==> config.mk <==
export PLATFORM = sky130hd
export DESIGN_NAME = reg_file
export DESIGN_NICKNAME = d
export VERILOG_FILES = /design/src/rtl/opnet_pkg.sv /design/src/rtl/reg_file.sv
export VERILOG_INCLUDE_DIRS = /design/src /design/src/rtl
export SDC_FILE = /design/constraint.sdc
export NUM_CORES = 2
export LEC_CHECK = 0
export ABC_AREA = 1
export BUFFER_PORTS_ARGS = -buffer_cell sky130_fd_sc_hd__buf_2
export CAP_MARGIN = 15
export CORE_ASPECT_RATIO = 1.4
export CORE_MARGIN = 3
export CORE_UTILIZATION = 50
export DETAILED_ROUTE_END_ITERATION = 10
export PLACE_DENSITY = 0.72
export SYNTH_ARGS = -nofsm -noshare
export SYNTH_HDL_FRONTEND = slang
export SYNTH_SLANG_ARGS = --single-unit
export TNS_END_PERCENT = 20
==> constraint.sdc <==
create_clock -name clk -period 1.4 [get_ports clk]
set_input_delay 0 -clock clk [delete_from_list [all_inputs] [get_ports clk]]
set_output_delay 0 -clock clk [all_outputs]
set_load 0.01 [all_outputs]
==> src/rtl/opnet_defines.svh <==
`ifndef OPNET_DEFINES_SVH
`define OPNET_DEFINES_SVH

// Register index width
`define OPNET_REG_W 5

// Operand and result width
`define OPNET_DATA_W 32

// Entries per register file
`define OPNET_NREGS 32

`endif
==> src/rtl/opnet_pkg.sv <==
`default_nettype none

`include "opnet_defines.svh"

package opnet_pkg;

  typedef logic [`OPNET_REG_W-1:0] reg_idx_t;
  typedef logic [`OPNET_DATA_W-1:0] word_t;

  // Decoded control bits that travel with an instruction
  typedef struct packed {
    logic       regw;
    logic       fp_inst;
    logic       mem_write;
    logic       mem_read;
    logic       mem_to_reg;
    logic [1:0] fp_int_cvt;  // [0] int sources in FEX, [1] int destination from FEX
  } ctrl_t;

  typedef struct packed {
    reg_idx_t reg1;
    reg_idx_t reg2;
    reg_idx_t regw;
    ctrl_t    ctrl;
  } issue_t;

  // Tag and value of one stage register
  typedef struct packed {
    logic     valid;
    reg_idx_t regw;
    reg_idx_t reg1;
    reg_idx_t reg2;
    ctrl_t    ctrl;
    word_t    data;
    // Second captured ID operand, only meaningful in ID/EX and ID/FEX
    word_t    op_b;
  } stage_t;

  typedef struct packed {
    word_t op_a;
    word_t op_b;
  } operands_t;

  typedef struct packed {
    logic frwrd_mem_ex_opa;
    logic frwrd_mem_ex_opb;
    logic frwrd_wb_ex_opa;
    logic frwrd_wb_ex_opb;
    logic frwrd_ex_id_opa;
    logic frwrd_wb_fex_opa;
    logic frwrd_wb_fex_opb;
    logic frwrd_fp_wb_ex_opa;
    logic frwrd_fp_wb_ex_opb;
    logic frwrd_int_wb_ex_opa;
    logic frwrd_int_wb_ex_opb;
    logic frwrd_mem_fex_opa;
    logic frwrd_mem_fex_opb;
    logic frwrd_fex_id_opa;
    logic bypass_reg1;
    logic bypass_reg2;
    logic fp_bypass_reg1;
    logic fp_bypass_reg2;
    logic fp_int_bypass_reg1;
    logic fp_int_bypass_reg2;
  } fwd_sel_t;

endpackage

`default_nettype wire

==> src/rtl/reg_file.sv <==
`timescale 1ns/1ps
`default_nettype none

`include "opnet_defines.svh"

module reg_file (
  input  logic                clk,
  input  logic                arst_n,
  input  logic                we,
  input  opnet_pkg::reg_idx_t waddr,
  input  opnet_pkg::word_t    wdata,
  input  opnet_pkg::reg_idx_t raddr1,
  input  opnet_pkg::reg_idx_t raddr2,
  output opnet_pkg::word_t    rdata1,
  output opnet_pkg::word_t    rdata2
);

  opnet_pkg::word_t regs [`OPNET_NREGS];

  // Whole file clears on reset so early reads return zero
  always_ff @(posedge clk or negedge arst_n) begin
    if (!arst_n) begin
      for (int i = 0; i < `OPNET_NREGS; i++) begin
        regs[i] <= '0;
      end
    end else if (we) begin
      regs[waddr] <= wdata;
    end
  end

  // Reads see the old value during a write, ID bypass covers that case
  assign rdata1 = regs[raddr1];
  assign rdata2 = regs[raddr2];

endmodule

`default_nettype wire

==> results.md <==
* Slowest stage cell on the critical path: dfrtp_1
* Final worst slack at -509 ps
* Distinct cells, synth at 18
* Req. time, crit path at 1400 ps
* Wire per inst at 22.1 um
* Overflow after GRT at 0
* CTS max path bufs at 3
* Grt met2 use at 57.2%
* Layout cells sized above 1 at 12.6%
* Total number of vias at 60859
* Endpoints failing hold at 0
* Switching Fraction at 31.7%
* Setup Skew at 0 ps
* CTS tree: done
* Top flop regs: regs x1024
* Max-slew violations at 0
* I/O Buffers at 113
* First-pass GRT wire length at 336 mm
* Largest net degree at the start of global routing at 105
* Crit start category: register
* Worst Tran Pin Value at 602 ps
* Worst-path clk slew at 60 ps
* Endpoints failing setup at 64
* Nets@finish at 8393
* Area contributors post-synth: dfrtp_1, nand2_1, nand3_1, o21ai_0, clkbuf_1
* Die Y at 404 um
* Drt total wl at 219 mm
* DIE WIDTH at 290 um
* Met1 Use GR at 45.2%
* Syn Area/Cell at 6.80 um^2
* Vias in the first global route at 57794
* Sequential area share after synthesis at 45.4%
* Fillers at 9821
* #FFs+latches synth at 1024
* Post-synth top area share at 45.4%
* Most frequent cells in the layout: nand2_1, nand3_1, dfrtp_1
* Synth Instances at 8309
* Hold Slack at 35.3 ps
* CP dominant cell by count: nand2_1
* Sw power at 29200 uW
* Reg power frac at 43.8%
* Cell Area, Synth at 0.0565 mm^2
* Crit path DAT at 1910 ps
* Crit share post-route at 136%
* DRC errors left at 0
* Max reg flops at 1024
* Failing checks: negative setup slack
* Global-route layer with the greatest usage: met2
* Biggest register: regs
* Starting Density at 50.5%
* Relative slew slack at 59.8%
* Routability cong. at 0.935
* Iter 0 DRT Violations at 8008
* Post-synth top area cell: dfrtp_1
* H-tree levels at 3
* Insertion delay to the later sink of the worst-skew pair at 720 ps
* PwrDens at 1350 mW/mm^2
* Worst IR Drop VDD at 1.03 mV
* Area of placed instances at 0.0625 mm^2
* Post-route cell area at 0.0683 mm^2
* Grt met3 use at 7.26%
* RSZ-0062 raised after global routing: yes
* GRT Total Usage at 36.5%
* ANT nets after route at 0
* Largest fanout on the critical path at 3
* Rows at 145
* Core area at 0.112 mm^2
* Worst slack at placement at -179 ps
* Post-layout minimum cycle time at 1910 ps
* Antenna violations before repair at 2
* Endpoint type of the worst setup path: output port
* Die Area at 0.117 mm^2
* Pleak at 0.0329 uW
* DR pass1 iterations at 10
* Detailed Place HPWL at 133 mm
* TritonCTS buffer count at 104
* WS Path Type: register to output port
* Clock Sinks at 1024
* CP Cell Sequence: nand2_1 -> nand3_1 -> nand3_1 -> nand2_1 -> nand2_1 -> nand2_2 -> nand2_2 -> nand2_4 -> buf_6
* CP max stage delay at 410 ps
* Area growth, synth to finish at 20.8%
* Status: complete, but fails checks
* Boundary pin count at 114
* Internal power at 62900 uW
* Logic pwr share at 21.7%
* Synthesized net count at 8359
* Clk network pwr share at 34.5%
* Vias per cell at 6.15
* Syn. warnings at 0
* Commonest non-fill, non-tap cell in the layout: nand2_1
* Max-cap viol count at 0
* Max Clk Rate at 524 MHz
* Hold Crit Class: input port to async pin
* Root buffer cell: clkbuf_16
worst paths after layout:
kind                            slack (ps)  startpoint         end  cells after the start
worst max-delay path                  -510   regs[991]  rdata2[31]                      9
worst min-delay path                    40      arst_n   regs[511]                      3
worst max register to register         480   regs[543]   regs[543]                      4
worst min register to register         510   regs[478]   regs[478]                      2
max in group asynchronous              560      arst_n   regs[307]                      3
min in group clk                       160    waddr[1]   regs[228]                      6
synth_stat cells, drive strengths merged:
| master | n |
|---|---|
| dfrtp | 1024 |
| clkbuf | 537 |
| nor3 | 12 |
| o21ai | 864 |
| buf | 187 |
| nand2 | 3771 |
| a21oi | 160 |
| nand3 | 1536 |
| nor2 | 165 |
| inv | 53 |
cell families (layout without fill, tap and decap cells):
kind of cell	count (synthesis)	in the layout	synth area share [%]
compound gates	1024	1024	9.07
buf+inv	777	897	5.46
flops	1024	1024	45.4
other cells	0	3	0
simple gates	5484	5484	40.1
layer usage:
metal	wire length, um	up-vias
li1	-	27072
met1	79300	28495
met2	97700	4200
met3	24700	1092
met4	17000	0
met5	0	-
worst max-delay path, delay by kind of cell (launching register included):
| kind | cells | cell delay, ps |
|---|---|---|
| and+or+nand+nor | 8 | 650 |
| DFF | 1 | 410 |
| buffers and inverters | 1 | 120 |
area by class of cell:
cell class	count	area, um^2	area share, %
Antenna cell	3	7.51	0.0110
Clock buffer	139	2990	4.38
Multi-Input combinational cell	6508	28700	42.1
Sequential cell	1024	25600	37.5
Timing Repair Buffer	652	7970	11.7
Inverter	53	244	0.357
Clock inverter	53	872	1.28
Tap cell	1470	1840	2.69
through the flow:
stage / util (%) / TNS, ps / std cells / power (uW)
CTS: 60.2 / -30400 / 9860 / 91100
global route: 61.0 / -33950 / 9900 / 96600
detailed placement: 55.8 / -8160 / 9618 / 58900
global placement: 55.8 / -4710 / 9618 / 58100
floorplan: - / 0 / 8309 / 51700
finish: 61.0 / -28690 / 9902 / 92100
power groups by stage:
stage          Combinational (uW)  Sequential [uW]  Clock, uW
6_report                    20000            40300      31700
5_1_grt                     22600            40900      33100
4_1_cts                     19200            40000      31900
3_5_place_dp                18400            40500          0
3_3_place_gp                17800            40300          0
2_1_floorplan               12500            39100          0
repair_timing:
item,CTS,global route
gates cloned,0,0
hold endpoints to repair,2048,0
pin swaps,134,176
hold buffers,40,0
gates resized for setup,176,131
endpoints found under the setup margin,64,94
setup buffers,11,39
No activity file was read; power rests on OpenSTA's default activity.
