$ cat src/rtl/opnet_defines.svh
`ifndef OPNET_DEFINES_SVH
`define OPNET_DEFINES_SVH

// Register index width
`define OPNET_REG_W 5

// Operand and result width
`define OPNET_DATA_W 32

// Entries per register file
`define OPNET_NREGS 32

`endif
$ cat src/rtl/opnet_pkg.sv
`default_nettype none

`include "opnet_defines.svh"

package opnet_pkg;

  typedef logic [`OPNET_REG_W-1:0] reg_idx_t;
  typedef logic [`OPNET_DATA_W-1:0] word_t;

  // Decoded control bits that travel with an instruction
  typedef struct packed {
    logic       regw;
    logic       fp_inst;
    logic       mem_write;
    logic       mem_read;
    logic       mem_to_reg;
    logic [1:0] fp_int_cvt;  // [0] int sources in FEX, [1] int destination from FEX
  } ctrl_t;

  typedef struct packed {
    reg_idx_t reg1;
    reg_idx_t reg2;
    reg_idx_t regw;
    ctrl_t    ctrl;
  } issue_t;

  // Tag and value of one stage register
  typedef struct packed {
    logic     valid;
    reg_idx_t regw;
    reg_idx_t reg1;
    reg_idx_t reg2;
    ctrl_t    ctrl;
    word_t    data;
    // Second captured ID operand, only meaningful in ID/EX and ID/FEX
    word_t    op_b;
  } stage_t;

  typedef struct packed {
    word_t op_a;
    word_t op_b;
  } operands_t;

  typedef struct packed {
    logic frwrd_mem_ex_opa;
    logic frwrd_mem_ex_opb;
    logic frwrd_wb_ex_opa;
    logic frwrd_wb_ex_opb;
    logic frwrd_ex_id_opa;
    logic frwrd_wb_fex_opa;
    logic frwrd_wb_fex_opb;
    logic frwrd_fp_wb_ex_opa;
    logic frwrd_fp_wb_ex_opb;
    logic frwrd_int_wb_ex_opa;
    logic frwrd_int_wb_ex_opb;
    logic frwrd_mem_fex_opa;
    logic frwrd_mem_fex_opb;
    logic frwrd_fex_id_opa;
    logic bypass_reg1;
    logic bypass_reg2;
    logic fp_bypass_reg1;
    logic fp_bypass_reg2;
    logic fp_int_bypass_reg1;
    logic fp_int_bypass_reg2;
  } fwd_sel_t;

endpackage

`default_nettype wire

$ cat src/rtl/forward.sv
`timescale 1ns/1ps
`default_nettype none

module forward (
  input  opnet_pkg::issue_t   if_id,
  input  opnet_pkg::stage_t   id_ex,
  input  opnet_pkg::stage_t   id_fex,
  input  opnet_pkg::stage_t   ex_mem,
  input  opnet_pkg::stage_t   mem_wb,
  input  opnet_pkg::stage_t   fex_wb,
  output opnet_pkg::fwd_sel_t fwd_sel
);

  logic mem_ex_en;
  logic mem_fex_en;
  logic fp_wb_ex_en;
  logic wb_fex_en;
  logic wb_ex_en;
  logic ld_fex_en;
  logic int_wb_en;

  // Qualifiers shared by the A and B compares
  assign mem_ex_en   = ex_mem.ctrl.regw;
  assign mem_fex_en  = ex_mem.ctrl.regw & id_fex.ctrl.fp_int_cvt[0];
  assign fp_wb_ex_en = fex_wb.ctrl.regw &
                       (fex_wb.ctrl.fp_int_cvt[1] | (id_ex.ctrl.fp_inst & id_ex.ctrl.mem_write));
  assign wb_fex_en   = fex_wb.ctrl.regw & ~fex_wb.ctrl.mem_read & id_fex.ctrl.fp_inst;
  assign int_wb_en   = mem_wb.ctrl.regw & ~mem_wb.ctrl.fp_inst;

  // FP load sitting in MEM/WB
  assign ld_fex_en   = ~mem_wb.ctrl.regw & mem_wb.ctrl.mem_to_reg & mem_wb.ctrl.fp_inst;
  assign wb_ex_en    = int_wb_en | (ld_fex_en & id_ex.ctrl.fp_inst);

  // Into EX
  assign fwd_sel.frwrd_mem_ex_opa   = mem_ex_en & (ex_mem.regw == id_ex.reg1);
  assign fwd_sel.frwrd_mem_ex_opb   = mem_ex_en & (ex_mem.regw == id_ex.reg2);
  assign fwd_sel.frwrd_wb_ex_opa    = wb_ex_en & (mem_wb.regw == id_ex.reg1);
  assign fwd_sel.frwrd_wb_ex_opb    = wb_ex_en & (mem_wb.regw == id_ex.reg2);

  // Converts to int and FP store data come from FEX/WB
  assign fwd_sel.frwrd_fp_wb_ex_opa = fp_wb_ex_en & (fex_wb.regw == id_ex.reg1);
  assign fwd_sel.frwrd_fp_wb_ex_opb = fp_wb_ex_en & (fex_wb.regw == id_ex.reg2);

  // Into FEX
  assign fwd_sel.frwrd_wb_fex_opa    = wb_fex_en & (fex_wb.regw == id_fex.reg1);
  assign fwd_sel.frwrd_wb_fex_opb    = wb_fex_en & (fex_wb.regw == id_fex.reg2);
  assign fwd_sel.frwrd_mem_fex_opa   = mem_fex_en & (ex_mem.regw == id_fex.reg1);
  assign fwd_sel.frwrd_mem_fex_opb   = mem_fex_en & (ex_mem.regw == id_fex.reg2);
  assign fwd_sel.frwrd_int_wb_ex_opa = ld_fex_en & id_fex.ctrl.fp_inst &
                                       (mem_wb.regw == id_fex.reg1);
  assign fwd_sel.frwrd_int_wb_ex_opb = ld_fex_en & id_fex.ctrl.fp_inst &
                                       (mem_wb.regw == id_fex.reg2);

  // Register file bypass in ID
  assign fwd_sel.bypass_reg1        = int_wb_en & (mem_wb.regw == if_id.reg1);
  assign fwd_sel.bypass_reg2        = int_wb_en & (mem_wb.regw == if_id.reg2);
  assign fwd_sel.fp_int_bypass_reg1 = fex_wb.ctrl.regw & fex_wb.ctrl.fp_inst &
                                      (fex_wb.regw == if_id.reg1);
  assign fwd_sel.fp_int_bypass_reg2 = fex_wb.ctrl.regw & fex_wb.ctrl.fp_inst &
                                      (fex_wb.regw == if_id.reg2);
  assign fwd_sel.fp_bypass_reg1     = fex_wb.ctrl.regw & (fex_wb.regw == if_id.reg1);
  assign fwd_sel.fp_bypass_reg2     = fex_wb.ctrl.regw & (fex_wb.regw == if_id.reg2);

  // Branch operand in ID
  assign fwd_sel.frwrd_ex_id_opa  = ex_mem.ctrl.regw & ~ex_mem.ctrl.fp_inst &
                                    (ex_mem.regw == if_id.reg1);
  assign fwd_sel.frwrd_fex_id_opa = fex_wb.ctrl.regw & fex_wb.ctrl.fp_inst &
                                    fex_wb.ctrl.fp_int_cvt[1] & (fex_wb.regw == if_id.reg1);

endmodule

`default_nettype wire

$ cat config.mk
export PLATFORM = sky130hd
export DESIGN_NAME = forward
export DESIGN_NICKNAME = d
export VERILOG_FILES = /design/src/rtl/opnet_pkg.sv /design/src/rtl/forward.sv
export VERILOG_INCLUDE_DIRS = /design/src /design/src/rtl
export SDC_FILE = /design/constraint.sdc
export NUM_CORES = 1
export LEC_CHECK = 0
export BUFFER_PORTS_ARGS = -buffer_cell sky130_fd_sc_hd__buf_2
export CORE_AREA = 2 2 188 190
export DETAILED_ROUTE_END_ITERATION = 8
export DIE_AREA = 0 0 190 192
export GPL_TIMING_DRIVEN = 0
export PLACE_DENSITY_LB_ADDON = 0.15
export SETUP_SLACK_MARGIN = 0.2
export SYNTH_ARGS = -nofsm -noshare
export SYNTH_HDL_FRONTEND = slang
export SYNTH_SLANG_ARGS = --single-unit
$ cat constraint.sdc
create_clock -name vclk -period 2.32
set_input_delay 0.464 -clock vclk [all_inputs]
set_output_delay 0.464 -clock vclk [all_outputs]
set_load 0.05 [all_outputs]
==> impl_metrics.env, run 1 <==
export IMPL_coreArea_sq_mm=0.03429
export IMPL_antennaDiodeCount=0
export IMPL_syn_to_final_growth_pct=92.42
export IMPL_p_leak_nw=0.7141
export IMPL_p_seq_share_pct=0
export IMPL_synthDistinctLibCells=20
export IMPL_pwr_share_comb_pct=100.0
export IMPL_fp_dieW_um=190
export IMPL_routedWlPerCell_um=13.26
export IMPL_tightest_slew_ns=0.3726
export IMPL_track_usage_pct=4.736
export IMPL_routed_wl_um=8881
export IMPL_crit_type="in2out"
export IMPL_cap_violations=0
export IMPL_avgSynthCellArea_sq_um=7.713
export IMPL_via_per_inst=1.934
export IMPL_finalPower_uw=372.1
export IMPL_dieArea_sq_mm=0.03648
export IMPL_min_from="ex_mem[69]"
export IMPL_rsz0062_at_grt="no"
export IMPL_postSynthNetCount=609
export IMPL_die_y_um=192
export IMPL_finalNonFillerCells=670
export IMPL_setup_viol=0
export IMPL_ir_worst_vdd_mv=0.04634
export IMPL_grt_pass1_vias=1426
export IMPL_status="complete, no violations"
export IMPL_fmax_mhz=490.4
export IMPL_initial_core_util_pct=3.419
export IMPL_hpwlAfterDp_um=7922
export IMPL_hold_depth=3
export IMPL_yosysSeqAreaShare_pct=0
export IMPL_switching_share_pct=59.38
export IMPL_synth_cells=152
export IMPL_max_slew_margin_rel_pct=75.01
export IMPL_crit_fanout=3
export IMPL_grt_pass1_wl_um=11800
export IMPL_ant_nets=0
export IMPL_post_cts_buffers=0
export IMPL_power_density_mw_per_mm2=164.9
export IMPL_power_switching_uw=221.0
export IMPL_io_buffers=63
export IMPL_drc=0
export IMPL_antenna_found_initial=0
export IMPL_num_vias=1296
export IMPL_firstDrtPassIters=4
export IMPL_grt_max_degree=8
export IMPL_synthesis_area_sq_mm=0.001172
export IMPL_hp_class="in2out"
export IMPL_cp_end_kind="output pin"
export IMPL_clock_buffers=0
export IMPL_p_int_uw=151.1
export IMPL_n_sequential_cell=0
export IMPL_holdBufCountCts=0
export IMPL_finalCriticalPeriod_ns=2.039
export IMPL_num_rows=68
export IMPL_routabilityCongestion=0.6244
export IMPL_clkPwrFrac_pct=0
export IMPL_ios=477
export IMPL_seqCellArea_sq_um=0
export IMPL_period_share_pct=87.90
export IMPL_drv_slew=0
export IMPL_critPathLaunch="id_ex[79]"
export IMPL_drt_iter0_drc=17
export IMPL_grt_overflow=0
export IMPL_crit_arrival_ns=1.58
export IMPL_hold_viol=0
export IMPL_final_common_cell="buf_2"
export IMPL_layout_drive_gt1_share_pct=46.05
export IMPL_final_cell_mix="buf_2 (58), xnor2_1 (53), xor2_1 (28)"
export IMPL_ys_warnings_count=0
export IMPL_crit_required_ns=1.86
export IMPL_dp_cells=670
export IMPL_startpoint_type="input port"
export IMPL_nets=674
[cells in the mapped netlist (all sizes together)]
library cell,instances,share of area (%)
a21boi,1,0.64
a21o,1,0.64
and3,2,1.1
and3b,1,0.75
buf,15,9.0
nand2,8,2.6
nand2b,1,0.53
nand3,11,4.7
nand4,5,2.7
nand4b,2,1.5
nor2,2,0.64
nor3,7,3.0
nor4,10,6.9
nor4b,1,1.3
xnor2,56,42
xor2,29,22
[per-stage QoR]
| stage | area (sq um) | hold WS [ns] | setup slack [ns] | setup TNS, ns | util, % |
|---|---|---|---|---|---|
| 2_1_floorplan | 1299 | 0.9951 | -0.1442 | -0.2801 | - |
| 3_3_place_gp | 2183 | 1.277 | -0.2938 | -0.5323 | 6.368 |
| 3_5_place_dp | 2183 | 1.277 | -0.2775 | -0.5073 | 6.368 |
| 4_1_cts | 2220 | 1.256 | 0.2029 | 0 | 6.474 |
| 5_1_grt | 2256 | 1.228 | 0.2044 | 0 | 6.579 |
| 6_report | 2256 | 1.224 | 0.2808 | 0 | 6.579 |
[cell type report]
cell class	instances	area (sq um)
plain buffers	15	122.6
fillers	4022	32030
multi-input cells	137	1224
well taps	455	569.3
repair buffers	63	340.3
[critical path, stage by stage]
cell    delay, ns
buf_2        0.13
xor2_1       0.16
nor4_1       0.35
and3_1       0.20
buf_2        0.26
[path summary, 6_finish.rpt]
check / slack (ns) / to
min: 1.22 / fwd_sel[15]
max: 0.28 / fwd_sel[19]
[logic make-up after synthesis]
| logic type | count (synthesis) | synth area share, % |
|---|---|---|
| buffers and inverters | 15 | 8.964 |
| and+or+nand+nor | 50 | 25.61 |
| AOI/OAI and AO/OA | 2 | 1.281 |
| xor gates and xnor gates | 85 | 64.14 |
[metal layers]
metal | GRT usage [%] | wire length, um | up-vias
met1 | 7.277 | 4702 | 616
met3 | 0.3472 | 320 | 0
met2 | 7.566 | 3858 | 51
met5 | 0 | 0 | -
li1 | - | - | 629
met4 | 0 | 0 | 0
[power by group through the flow]
stage               Sequential (mW)  Combinational, mW  Clock (mW)
floorplan                         0              0.226           0
global placement                  0              0.373           0
detailed placement                0              0.374           0
CTS                               0              0.381           0
global route                      0              0.410           0
finish                            0              0.372           0
[timing repair]
item / in CTS / in global routing
resized for setup: 13 / 11
pin swaps: 0 / 4
endpoints found under the setup margin: 8 / 9
Power figures use the tool's default switching activity.
==> inputs of run 2 (changes only) <==
SETUP_SLACK_MARGIN = 0.3   (was 0.2)
==> run 2 against run 1 <==
Effect of this change:
- global-route usage down 0.062 points
- combinational power increased by 5.4%
- sequential share of layout area unchanged
- non-clock buffer count up 2
- highest routed layer is now met4
- die area unchanged
- first-iteration DRC count grew 59%
==> impl_metrics.env, run 2 (synthesis gave the netlist of run 1 again) <==
export IMPL_status="complete, no violations"
export IMPL_fin_tns_setup_ns=0
export IMPL_critPathTopFamily="buffers and inverters"
export IMPL_period_share_pct=85.94
export IMPL_p_seq_share_pct=0
export IMPL_multi_input_area_sq_mm=0.001282
export IMPL_drt_iter0_drc=27
export IMPL_seqCellArea_sq_um=0
export IMPL_crit_fanout=6
export IMPL_power_density_mw_per_mm2=161.4
export IMPL_fp_dieW_um=190
export IMPL_finalPower_uw=392.5
export IMPL_tightest_slew_ns=0.3704
export IMPL_worstPathCellList="clkbuf_4 -> xnor2_1 -> nand3_1 -> nor4_2 -> buf_4"
export IMPL_finalCriticalPeriod_ns=1.994
export IMPL_grt_max_degree=8
export IMPL_max_slew_margin_rel_pct=75.16
export IMPL_dpl_cell_area_sq_mm=0.002231
export IMPL_firstDrtPassIters=4
export IMPL_rsz0062_at_grt="yes"
export IMPL_hpwlAfterDp_um=7877
export IMPL_ir_worst_vdd_mv=0.05912
export IMPL_stdcell_area_sq_mm=0.002431
export IMPL_drc=0
export IMPL_hp_class="in2out"
export IMPL_startpoint_type="input port"
export IMPL_hold_viol=0
export IMPL_fmax_mhz=501.6
export IMPL_holdBufCountCts=0
export IMPL_pwr_share_comb_pct=100.0
export IMPL_nFillCells=4020
export IMPL_track_usage_pct=4.674
export IMPL_switching_share_pct=56.94
export IMPL_cap_violations=0
export IMPL_layout_drive_gt1_share_pct=50.69
export IMPL_crit_type="in2out"
export IMPL_crit_arrival_ns=1.53
export IMPL_die_y_um=192
export IMPL_ant_nets=0
export IMPL_antenna_found_initial=0
export IMPL_cp_end_kind="output pin"
export IMPL_grt_pass1_vias=1464
export IMPL_io_buffers=63
export IMPL_num_vias=1323
export IMPL_syn_to_final_growth_pct=107.4
export IMPL_nets=676
export IMPL_grt_overflow=0
export IMPL_worst_path_buf_inv=2
export IMPL_coreArea_sq_mm=0.03429
export IMPL_slowest_stage="nor4_2"
export IMPL_grt_pass1_wl_um=11700
export IMPL_power_switching_uw=223.5
export IMPL_via_per_inst=1.969
export IMPL_n_sequential_cell=0
export IMPL_setup_viol=0
export IMPL_num_rows=68
export IMPL_clkPwrFrac_pct=0
export IMPL_antennaDiodeCount=0
export IMPL_dieArea_sq_mm=0.03648
export IMPL_p_leak_nw=0.7796
export IMPL_p_int_uw=169.0
export IMPL_max_stage_delay_ns=0.34
export IMPL_routedWlPerCell_um=13.07
export IMPL_final_common_cell="xnor2_1"
export IMPL_crit_required_ns=1.86
export IMPL_clock_buffers=0
export IMPL_routed_wl_um=8785
export IMPL_routabilityCongestion=0.6842
export IMPL_drv_slew=0
export IMPL_initial_core_util_pct=3.419
export IMPL_ios=477
export IMPL_final_cell_mix="xnor2_1 (52), buf_2 (44), xor2_1 (28)"
==> run 2: cell types whose count changed in the layout (fill, tap and decap cells not counted), sizes merged <==
cell    previous run  this run
buf               73        74
clkbuf             5         6
==> run 2: metal layers <==
metal  global-route usage [%]  vias to the layer above  part of all wire (%)
met1                    6.499                      645                    47
met2                    8.324                       46                    50
met4                   0.1193                        0                  0.28
met3                   0.2923                        2                   2.8
met5                        0                        -                     0
li1                         -                      630                     -
==> run 2: final timing paths <==
path	start	to	slack, ns	depth (start not counted)
worst max-delay path	mem_wb[83]	fwd_sel[16]	0.33	5
worst min-delay path	ex_mem[69]	fwd_sel[15]	1.27	3
==> run 2: timing repair <==
action / CTS / global route
buffers inserted: 0 / 2
resized for setup: 24 / 36
pin swaps: 2 / 12
endpoints found under the setup margin: 16 / 13
==> run 2: layout make-up <==
| class | instances | share of cell area [%] |
|---|---|---|
| Buffer | 15 | 6.330 |
| Multi-Input combinational cell | 137 | 52.75 |
| Timing Repair Buffer | 65 | 17.50 |
| Tap cell | 455 | 23.42 |
==> run 2: worst min-delay path: cells and delay by family <==
family                 cells  cell delay, ns
buffers and inverters      2            0.27
and+or+nand+nor            1            0.07
==> run 2: power groups by stage <==
stage	clock [mW]	combinational [mW]	sequential [mW]
after CTS	0	0.384	0
after detailed placement	0	0.376	0
after global placement	0	0.373	0
after floorplan	0	0.236	0
after global routing	0	0.429	0
final	0	0.392	0
==> run 2: per-stage QoR <==
stage	std cells	setup slack, ns	utilization, %	hold WS [ns]
6_report	672	0.3263	7.090	1.272
3_5_place_dp	670	-0.3016	6.506	1.354
2_1_floorplan	152	0.01319	-	0.9981
4_1_cts	670	0.2507	6.689	1.297
5_1_grt	672	0.2921	7.090	1.291
3_3_place_gp	670	-0.2905	6.506	1.358
