### src/rtl/opnet_defines.svh
`ifndef OPNET_DEFINES_SVH
`define OPNET_DEFINES_SVH

// Register index width
`define OPNET_REG_W 5

// Operand and result width
`define OPNET_DATA_W 32

// Entries per register file
`define OPNET_NREGS 32

`endif
### src/rtl/opnet_pkg.sv
`default_nettype none

`include "opnet_defines.svh"

package opnet_pkg;

  typedef logic [`OPNET_REG_W-1:0] reg_idx_t;
  typedef logic [`OPNET_DATA_W-1:0] word_t;

  // Decoded control bits that travel with an instruction
  typedef struct packed {
    logic       regw;
    logic       fp_inst;
    logic       mem_write;
    logic       mem_read;
    logic       mem_to_reg;
    logic [1:0] fp_int_cvt;  // [0] int sources in FEX, [1] int destination from FEX
  } ctrl_t;

  typedef struct packed {
    reg_idx_t reg1;
    reg_idx_t reg2;
    reg_idx_t regw;
    ctrl_t    ctrl;
  } issue_t;

  // Tag and value of one stage register
  typedef struct packed {
    logic     valid;
    reg_idx_t regw;
    reg_idx_t reg1;
    reg_idx_t reg2;
    ctrl_t    ctrl;
    word_t    data;
    // Second captured ID operand, only meaningful in ID/EX and ID/FEX
    word_t    op_b;
  } stage_t;

  typedef struct packed {
    word_t op_a;
    word_t op_b;
  } operands_t;

  typedef struct packed {
    logic frwrd_mem_ex_opa;
    logic frwrd_mem_ex_opb;
    logic frwrd_wb_ex_opa;
    logic frwrd_wb_ex_opb;
    logic frwrd_ex_id_opa;
    logic frwrd_wb_fex_opa;
    logic frwrd_wb_fex_opb;
    logic frwrd_fp_wb_ex_opa;
    logic frwrd_fp_wb_ex_opb;
    logic frwrd_int_wb_ex_opa;
    logic frwrd_int_wb_ex_opb;
    logic frwrd_mem_fex_opa;
    logic frwrd_mem_fex_opb;
    logic frwrd_fex_id_opa;
    logic bypass_reg1;
    logic bypass_reg2;
    logic fp_bypass_reg1;
    logic fp_bypass_reg2;
    logic fp_int_bypass_reg1;
    logic fp_int_bypass_reg2;
  } fwd_sel_t;

endpackage

`default_nettype wire

### src/rtl/operand_select.sv
`timescale 1ns/1ps
`default_nettype none

module operand_select (
  input  opnet_pkg::fwd_sel_t  fwd_sel,
  input  opnet_pkg::issue_t    if_id,
  input  opnet_pkg::operands_t int_rd,
  input  opnet_pkg::operands_t fp_rd,
  input  opnet_pkg::word_t     int_wdata,
  input  opnet_pkg::word_t     fp_wdata,
  input  opnet_pkg::stage_t    id_ex,
  input  opnet_pkg::stage_t    id_fex,
  input  opnet_pkg::stage_t    ex_mem,
  input  opnet_pkg::stage_t    mem_wb,
  input  opnet_pkg::stage_t    fex_wb,
  output opnet_pkg::operands_t id_int_ops,
  output opnet_pkg::operands_t id_fp_ops,
  output opnet_pkg::operands_t ex_ops,
  output opnet_pkg::operands_t fex_ops,
  output opnet_pkg::word_t     id_branch_op
);

  logic fex_int_wr;
  logic fex_fp_wr;
  logic fp_ld_wr;
  logic int_hit1;
  logic int_hit2;
  logic fp_hit1;
  logic fp_hit2;

  // Which writer owns each file port this cycle, FEX/WB wins
  assign fex_int_wr = fex_wb.ctrl.regw & fex_wb.ctrl.fp_int_cvt[1];
  assign fex_fp_wr  = fex_wb.ctrl.regw & ~fex_wb.ctrl.fp_int_cvt[1];
  assign fp_ld_wr   = ~mem_wb.ctrl.regw & mem_wb.ctrl.mem_to_reg & mem_wb.ctrl.fp_inst &
                      ~fex_fp_wr;

  // Bypass only when the matching stage really owns the write port
  assign int_hit1 = (fwd_sel.bypass_reg1 & ~fex_int_wr) | (fwd_sel.fp_int_bypass_reg1 & fex_int_wr);
  assign int_hit2 = (fwd_sel.bypass_reg2 & ~fex_int_wr) | (fwd_sel.fp_int_bypass_reg2 & fex_int_wr);
  assign fp_hit1  = (fwd_sel.fp_bypass_reg1 & fex_fp_wr) | (fp_ld_wr & (mem_wb.regw == if_id.reg1));
  assign fp_hit2  = (fwd_sel.fp_bypass_reg2 & fex_fp_wr) | (fp_ld_wr & (mem_wb.regw == if_id.reg2));

  assign id_int_ops.op_a = int_hit1 ? int_wdata : int_rd.op_a;
  assign id_int_ops.op_b = int_hit2 ? int_wdata : int_rd.op_b;
  assign id_fp_ops.op_a  = fp_hit1 ? fp_wdata : fp_rd.op_a;
  assign id_fp_ops.op_b  = fp_hit2 ? fp_wdata : fp_rd.op_b;

  // Branch compare value
  assign id_branch_op = fwd_sel.frwrd_ex_id_opa  ? ex_mem.data :
                        fwd_sel.frwrd_fex_id_opa ? fex_wb.data :
                        id_int_ops.op_a;

  // EX operands: MEM, then integer WB, then FEX WB
  assign ex_ops.op_a = fwd_sel.frwrd_mem_ex_opa   ? ex_mem.data :
                       fwd_sel.frwrd_wb_ex_opa    ? mem_wb.data :
                       fwd_sel.frwrd_fp_wb_ex_opa ? fex_wb.data :
                       id_ex.data;
  assign ex_ops.op_b = fwd_sel.frwrd_mem_ex_opb   ? ex_mem.data :
                       fwd_sel.frwrd_wb_ex_opb    ? mem_wb.data :
                       fwd_sel.frwrd_fp_wb_ex_opb ? fex_wb.data :
                       id_ex.op_b;

  // FEX operands
  assign fex_ops.op_a = fwd_sel.frwrd_wb_fex_opa    ? fex_wb.data :
                        fwd_sel.frwrd_mem_fex_opa   ? ex_mem.data :
                        fwd_sel.frwrd_int_wb_ex_opa ? mem_wb.data :
                        id_fex.data;
  assign fex_ops.op_b = fwd_sel.frwrd_wb_fex_opb    ? fex_wb.data :
                        fwd_sel.frwrd_mem_fex_opb   ? ex_mem.data :
                        fwd_sel.frwrd_int_wb_ex_opb ? mem_wb.data :
                        id_fex.op_b;

endmodule

`default_nettype wire

### config.mk
export PLATFORM = sky130hd
export DESIGN_NAME = operand_select
export DESIGN_NICKNAME = d
export VERILOG_FILES = /design/src/rtl/opnet_pkg.sv /design/src/rtl/operand_select.sv
export VERILOG_INCLUDE_DIRS = /design/src /design/src/rtl
export SDC_FILE = /design/constraint.sdc
export NUM_CORES = 1
export LEC_CHECK = 0
export ABC_AREA = 1
export BUFFER_PORTS_ARGS = -buffer_cell sky130_fd_sc_hd__buf_2
export CORE_AREA = 3 3 376 378
export DETAILED_ROUTE_END_ITERATION = 12
export DIE_AREA = 0 0 379 381
export GPL_ROUTABILITY_DRIVEN = 1
export PLACE_DENSITY = 0.3
export SLEW_MARGIN = 25
export SYNTH_ARGS = -nofsm -noshare
export SYNTH_HDL_FRONTEND = slang
export SYNTH_SLANG_ARGS = --single-unit
### constraint.sdc
create_clock -name vclk -period 1.3
set_input_delay 0.13 -clock vclk [all_inputs]
set_output_delay 0.13 -clock vclk [all_outputs]
set_load 0.005 [all_outputs]
==> results of run 1 <==
==> routing by layer <==
metal,up-vias,share of wire [%],global-route usage (%)
met5,-,0.21,0
met3,144,7.8,3.163
met1,6519,42,15.57
met2,726,48,23.46
li1,6473,-,-
met4,38,2.3,1.589
==> final cells by class <==
| class | count | area share, % |
|---|---|---|
| Multi-Input combinational cell | 1261 | 41.45 |
| Antenna cell | 27 | 0.4034 |
| Timing Repair Buffer | 943 | 42.49 |
| Inverter | 84 | 2.249 |
| Tap cell | 1794 | 13.40 |
==> cell usage after synthesis, drive strengths merged <==
master | instances | area (um^2)
nand2 | 697 | 2631
nor2 | 130 | 493.0
o21ai | 101 | 516.8
a21oi | 94 | 470.5
inv | 84 | 315.3
nand3 | 70 | 350.3
o211ai | 66 | 495.5
clkbuf | 64 | 240.2
a31oi | 62 | 387.9
buf | 55 | 334.1
mux2 | 32 | 360.3
xnor2 | 5 | 43.79
xor2 | 3 | 26.28
nand4 | 1 | 6.260
==> report_power, final <==
group,internal [mW],switching (mW)
Combinational,3.09,3.91
Sequential,0,0
Clock,0.00000275,0
Total,3.09,3.91
==> worst paths after layout <==
| path | from | to | slack (ns) | cells after the start |
|---|---|---|---|---|
| max | fex_wb[70] | id_fp_ops[21] | -0.31 | 13 |
| min | ex_mem[63] | id_branch_op[31] | 0.55 | 4 |
==> metrics by stage <==
step | hold WS, ns | power [mW]
2_1_floorplan | 0.3495 | 1.947
3_3_place_gp | 0.5341 | 5.849
3_5_place_dp | 0.5316 | 5.829
4_1_cts | 0.5338 | 6.368
5_1_grt | 0.5620 | 7.551
6_report | 0.5469 | 7.002
==> worst max-delay path, cell delays in order <==
cell                       delay, ns
sky130_fd_sc_hd__buf_12         0.12
sky130_fd_sc_hd__clkinv_8       0.04
sky130_fd_sc_hd__nor2_4         0.04
sky130_fd_sc_hd__buf_6          0.12
sky130_fd_sc_hd__nor2_4         0.10
sky130_fd_sc_hd__nand3_2        0.09
sky130_fd_sc_hd__o21ai_4        0.18
sky130_fd_sc_hd__buf_6          0.15
sky130_fd_sc_hd__buf_12         0.14
sky130_fd_sc_hd__buf_8          0.12
sky130_fd_sc_hd__nand2_1        0.05
sky130_fd_sc_hd__nand2_1        0.06
sky130_fd_sc_hd__buf_2          0.11
==> cell usage in the layout (no fill, tap or decap), types with 2 or more instances in the layout <==
cell                        instances
sky130_fd_sc_hd__a21oi_1           83
sky130_fd_sc_hd__a21oi_2           11
sky130_fd_sc_hd__a31oi_1           51
sky130_fd_sc_hd__a31oi_2            9
sky130_fd_sc_hd__a31oi_4            2
sky130_fd_sc_hd__buf_12            68
sky130_fd_sc_hd__buf_16            10
sky130_fd_sc_hd__buf_2            664
sky130_fd_sc_hd__buf_4             91
sky130_fd_sc_hd__buf_6             84
sky130_fd_sc_hd__buf_8             13
sky130_fd_sc_hd__clkbuf_16         12
sky130_fd_sc_hd__clkinv_2           2
sky130_fd_sc_hd__diode_2           27
sky130_fd_sc_hd__inv_1             72
sky130_fd_sc_hd__inv_2              4
sky130_fd_sc_hd__inv_4              2
sky130_fd_sc_hd__inv_8              2
sky130_fd_sc_hd__mux2_4            32
sky130_fd_sc_hd__nand2_1          575
sky130_fd_sc_hd__nand2_2           69
sky130_fd_sc_hd__nand2_4           47
sky130_fd_sc_hd__nand2_8            6
sky130_fd_sc_hd__nand3_1           51
sky130_fd_sc_hd__nand3_2           17
sky130_fd_sc_hd__nand3_4            2
sky130_fd_sc_hd__nor2_1           120
sky130_fd_sc_hd__nor2_2             5
sky130_fd_sc_hd__nor2_4             5
sky130_fd_sc_hd__o211ai_1          66
sky130_fd_sc_hd__o21ai_0           52
sky130_fd_sc_hd__o21ai_1           24
sky130_fd_sc_hd__o21ai_2           22
sky130_fd_sc_hd__o21ai_4            3
sky130_fd_sc_hd__xnor2_1            2
sky130_fd_sc_hd__xnor2_4            2
sky130_fd_sc_hd__xor2_1             3
==> kinds of logic after synthesis <==
family / Yosys count / share of synthesized area, %
AO/OA/AOI/OAI: 323 / 28.04
buffers and inverters: 203 / 13.33
multiplexers: 32 / 5.401
AND/OR/NAND/NOR: 898 / 52.18
XOR/XNOR: 8 / 1.050
==> timing repair <==
action                                  CTS  global route
cloned                                    5            15
hold buffers                              0             0
buffers inserted                          8            16
endpoints found under the setup margin  247           244
pin swaps                                18            73
resized for setup                       222           296
==> results.txt, run 1 <==
In the final timing run, aggregate negative setup slack is -33.20 ns. The final-layout clock buffer total came out at 0. After the flow finishes, the layout carries non-filler instances totaling 4109.

The placed cell count is 4041. Setup violations remaining at the end of the flow were counted as 179. The maximum frequency from static timing analysis came out at 621.2 MHz. The starting density of the core is 4.840%. The max-slew violation count came out at 0. The number of antenna violations at the first check in global routing is 75. The detailed-route DRC error count is 0. For this run, the register share of the synthesized area comes to 0%. During synthesis, Yosys emitted a total of 0 warnings. The min-delay analysis places its worst path in the category primary input to primary output. The cell area that synthesis handed to floorplanning was 6671 um^2. The share of the core filled with cells in the final layout came out at 12.15%. The required arrival time at the worst endpoint came out at 1.17 ns.

In the final layout, the multi-input gates occupy 6943 um^2. The post-place setup slack is -0.5368 ns. The routed via count came out at 13900. In this run the remaining antenna-violating nets after routing total 0. The transition time of the tightest slew-check pin is 0.4075 ns.

The final cell area excluding filler cells came out at 16750 um^2. The horizontal die dimension is 379 um. The final wirelength came out at 105200 um.

The number of rows in the core area came out at 136. Entering global routing, the biggest net connects 41 pins. The die covers 144400 um^2. The count of boundary I/O pins is 957.

After synthesis, the netlist uses 23 different library cells. Of the available clock period, the critical path in the final layout requires 123.8%. STA classifies the critical path endpoint as a primary output. The largest fanout on the critical path is 6. The mean routed wirelength per cell is 25.61 um.

The first global-routing pass estimated 126000 um of wire. The final critical-path setup slack came out at -0.3099 ns. The via count normalized by instance count came out at 3.383.

The checks that failed: setup timing. The first detailed-routing pass took 5 iterations. The final critical-path required period is 1.610 ns. STA classifies the critical path startpoint as a primary input. The ratio of cells with drive above 1 in the final layout came out at 51.92%.

The number of global-route vias before repair came to 13540. In this run the tightest slew margin relative to its limit is 72.55%. At the end of the flow, the number of nets in the layout was 2959. The number of filler cells placed in the layout is 16370. In the global route stage, overall resource usage came out at 12.90%.

The average cell area after synthesis came out at 4.557 um^2. The post-placement cell area came out at 13970 um^2. The violation count after the first detailed-routing iteration is 703.

The cell area power density is 418.1 nW/um^2. Setup repair after global routing could not meet its margin everywhere. The leakage power total is 8.428 nW. The total of buffers placed on input and output ports came out at 744.

The sum of overflow across all layers after global routing is 0. The number of hold-slack violations in the final timing report is 0. The last weighted congestion value of the routability-driven placer is 0.8780. The vertical die dimension is 381 um. The flow ran to the end, but the final reports show violations.

The gate count of the mapped netlist came out at 1464. The category of the most critical setup path is primary input to primary output. The maximum ir drop on the vdd rail came out at 0.1244 mV. The core box area is 137800 um^2.

Across the run, the number of max-cap violations was 0. The net count after synthesis is 2133. The area taken by flip-flops and latches came out at 0 um^2. The synthesis-to-finish area growth came out at 151.1%. After legalization and detailed placement, the total HPWL measured 88280 um. Data on the critical path arrives at its endpoint at 1.48 ns. The design has 0 sequential cells.
Power figures use the tool's default switching activity.
==> inputs of run 2 (changes only) <==
--- a/config.mk
+++ b/config.mk
@@ -7,10 +7,11 @@
 export NUM_CORES = 1
 export LEC_CHECK = 0
 export ABC_AREA = 1
+export ABC_CLOCK_PERIOD_IN_PS = 1300
 export BUFFER_PORTS_ARGS = -buffer_cell sky130_fd_sc_hd__buf_2
-export CORE_AREA = 3 3 376 378
+export CORE_AREA = 2 2 375 377
 export DETAILED_ROUTE_END_ITERATION = 12
-export DIE_AREA = 0 0 379 381
+export DIE_AREA = 0 0 377 379
 export GPL_ROUTABILITY_DRIVEN = 1
 export PLACE_DENSITY = 0.3
 export SLEW_MARGIN = 25
==> run 2 against run 1 <==
  * The flow still finishes with violations (setup timing)
  * Sequential cell count unchanged
  * Wire length grew 4.1%
  * Global-route usage hardly changed
  * Critical path depth is 2 lower
  * Core utilization up 0.95 points
  * Setup slack got worse by 0.039 ns
  * Count of clock-buffer cells in the layout did not move
  * Fmax is 2.4% lower
  * Critical path type unchanged
  * Largest cell class unchanged
  * Largest power group unchanged
  * Highest routed layer unchanged
==> results.txt, run 2 (same netlist as run 1, synthesis figures left out) <==
The flow ran to the end, but the final reports show violations. The final reports fail on setup timing. In the layout the commonest cells are sky130_fd_sc_hd__buf_2 (621), sky130_fd_sc_hd__nand2_1 (489), sky130_fd_sc_hd__buf_6 (131), sky130_fd_sc_hd__nor2_1 (116), sky130_fd_sc_hd__nand2_2 (112). The worst setup path is of the primary input to primary output kind. The library cell used most frequently in the layout, excluding fill and tap cells, is sky130_fd_sc_hd__buf_2. The startpoint of the worst hold path is int_rd[6]. The share of the clock period used by the worst path after layout is 126.9%. The combinational power share is 100.0%. The number of hold-slack violations in the final timing report came out at 0. The type of origin of the critical path is a primary input. The count of boundary I/O pins came out at 957. Net switching is 55.29% of the power. The ratio of cells with drive above 1 in the final layout is 57.31%. For this design the static power due to leakage is 9.046 nW. The net total in the final layout is 2990. For the worst setup path, the data arrival time is 1.52 ns. The number of maximum-capacitance violations is 0. The total routing resource utilization after global routing is 12.91%.

The final critical-path setup slack is -0.3491 ns. After legalization and detailed placement, the total HPWL measured 88250 um. Setup violations remaining at the end of the flow were counted as 167.

The total of buffers placed on input and output ports came out at 744. The max-slew violation count is 0. The met3 layer wire length in the routed design is 7755 um. Entering global routing, the biggest net connects 37 pins.

The number of global-route vias before repair is 13480. Clock buffers in the final layout number 0. Hold timing on the final database bottoms out at a slack of 0.5517 ns. The worst min-delay path class is primary input to primary output. On the critical path, the stage with the largest delay is an instance of sky130_fd_sc_hd__nor2_4. The detailed-route DRC error count is 0.

The final wirelength came out at 109600 um. The count of hold-fix buffers inserted at cts came out at 0. Derived from the worst setup path, the maximum achievable clock frequency is 606.4 MHz.

The routed via count came out at 14200. The part of the total power dissipated in the clock network is 0%. Setup repair after global routing could not meet its margin everywhere. For this block, the initial DRC count from the detailed router was 764. The via count normalized by instance count is 3.428. The post-placement cell area came out at 14070 um^2.

The internal portion of the total power is 3.378 mW. Of all nets on the critical path, the largest fanout is 8. At the pin with the least slew margin, the transition time is 0.4771 ns. The headroom to the max-slew limit came out at 68.16%. The vertical die dimension came out at 379 um.

The critical path goes through buf_12 -> buf_6 -> nand2_4 -> nand4_1 -> nor2_4 -> nand2_8 -> nand2_8 -> buf_8 -> nand2_2 -> nand2_2 -> buf_6. The detail route stage leaves a number of antenna-violating nets equal to 0. The number of antenna violations at the first check in global routing was 74.

Relative to the synthesized area, the layout overhead comes to 172.6%. The count of sequential standard cells came out at 0. STA classifies the critical path endpoint as a primary output. The cell family contributing the most delay on the critical path is simple AND/OR/NAND/NOR gates. Dividing total power by cell area gives a power density of 415.3 nW/um^2. The sum of overflow across all layers after global routing is 0. After floorplanning, the core was sized to cover 138800 um^2. IR analysis of the VDD net gives a maximum drop of 0.1685 mV. The mean routed wirelength per cell came out at 26.45 um. The horizontal die dimension is 377 um. The initial utilization of the core area, before any placement, comes to 4.805%.

The area of the die came out at 142900 um^2. The number of filler cells placed in the layout is 16430. The sum of buffers and inverters on the critical path is 4. The largest stage delay on the critical path came out at 0.19 ns.

The number of rows in the core area is 137. The final cell area excluding filler cells came out at 18190 um^2. For the worst setup path, the data required time is 1.17 ns. Before antenna repair, the detailed router went through 5 iterations. The first element of the critical path is fex_wb[70]. The congestion estimate from routability-driven global placement came to 0.8841.

The first global-routing pass estimated 124900 um of wire. The top layer reached by signal wires is met5. In this run the power spent charging and discharging nets is 4.176 mW.

Per report_power, the sequential group accounts for 0% of the total. The length of routed met2 wiring is 49590 um. The final critical-path required period is 1.649 ns. In the final routing, the length of wire on met1 measures 47920 um. The sequential cells in the finished layout cover a total of 0 um^2.
[run 2: power groups by stage]
stage	clock network, mW	registers, mW	logic (mW)
floorplan	0	0	1.95
global placement	0	0	5.87
detailed placement	0	0	5.84
CTS	0	0	6.34
global route	0.000000723	0	8.07
finish	0.00000150	0	7.55
[run 2: cell type report]
class	count	area [um^2]	area share [%]
well taps	1807	2261	12.43
repair buffers	974	7956	43.74
inverters	84	361.6	1.988
diodes	16	40.04	0.2201
multi-input cells	1261	7570	41.62
[run 2: timing repair]
| item | CTS | global route |
|---|---|---|
| cloned | 7 | 25 |
| setup endpoints to repair | 244 | 245 |
| resized for setup | 272 | 511 |
| pin swaps | 31 | 113 |
| setup buffers | 11 | 31 |
[run 2: per-stage QoR]
step	setup slack [ns]	total power [mW]	cells	TNS [ns]	utilization, %
finish	-0.3491	7.554	4142	-34.81	13.10
global route	-0.3701	8.069	4133	-44.47	13.08
floorplan	0.2704	1.947	1464	0	-
CTS	-0.3237	6.338	4076	-33.11	11.11
global placement	-0.7012	5.870	4058	-63.44	10.13
detailed placement	-0.7046	5.842	4058	-61.38	10.13
[run 2: path summary, 6_finish.rpt]
| path | cells past startpoint | slack (ns) | end |
|---|---|---|---|
| max | 11 | -0.35 | id_fp_ops[57] |
| min | 3 | 0.55 | id_int_ops[6] |
[run 2: per-layer routing]
layer  track usage, %  vias to the layer above
li1                 -                     6531
met1            16.56                     6623
met2            21.40                      814
met3            3.063                      193
met4            3.585                       36
met5                0                        -
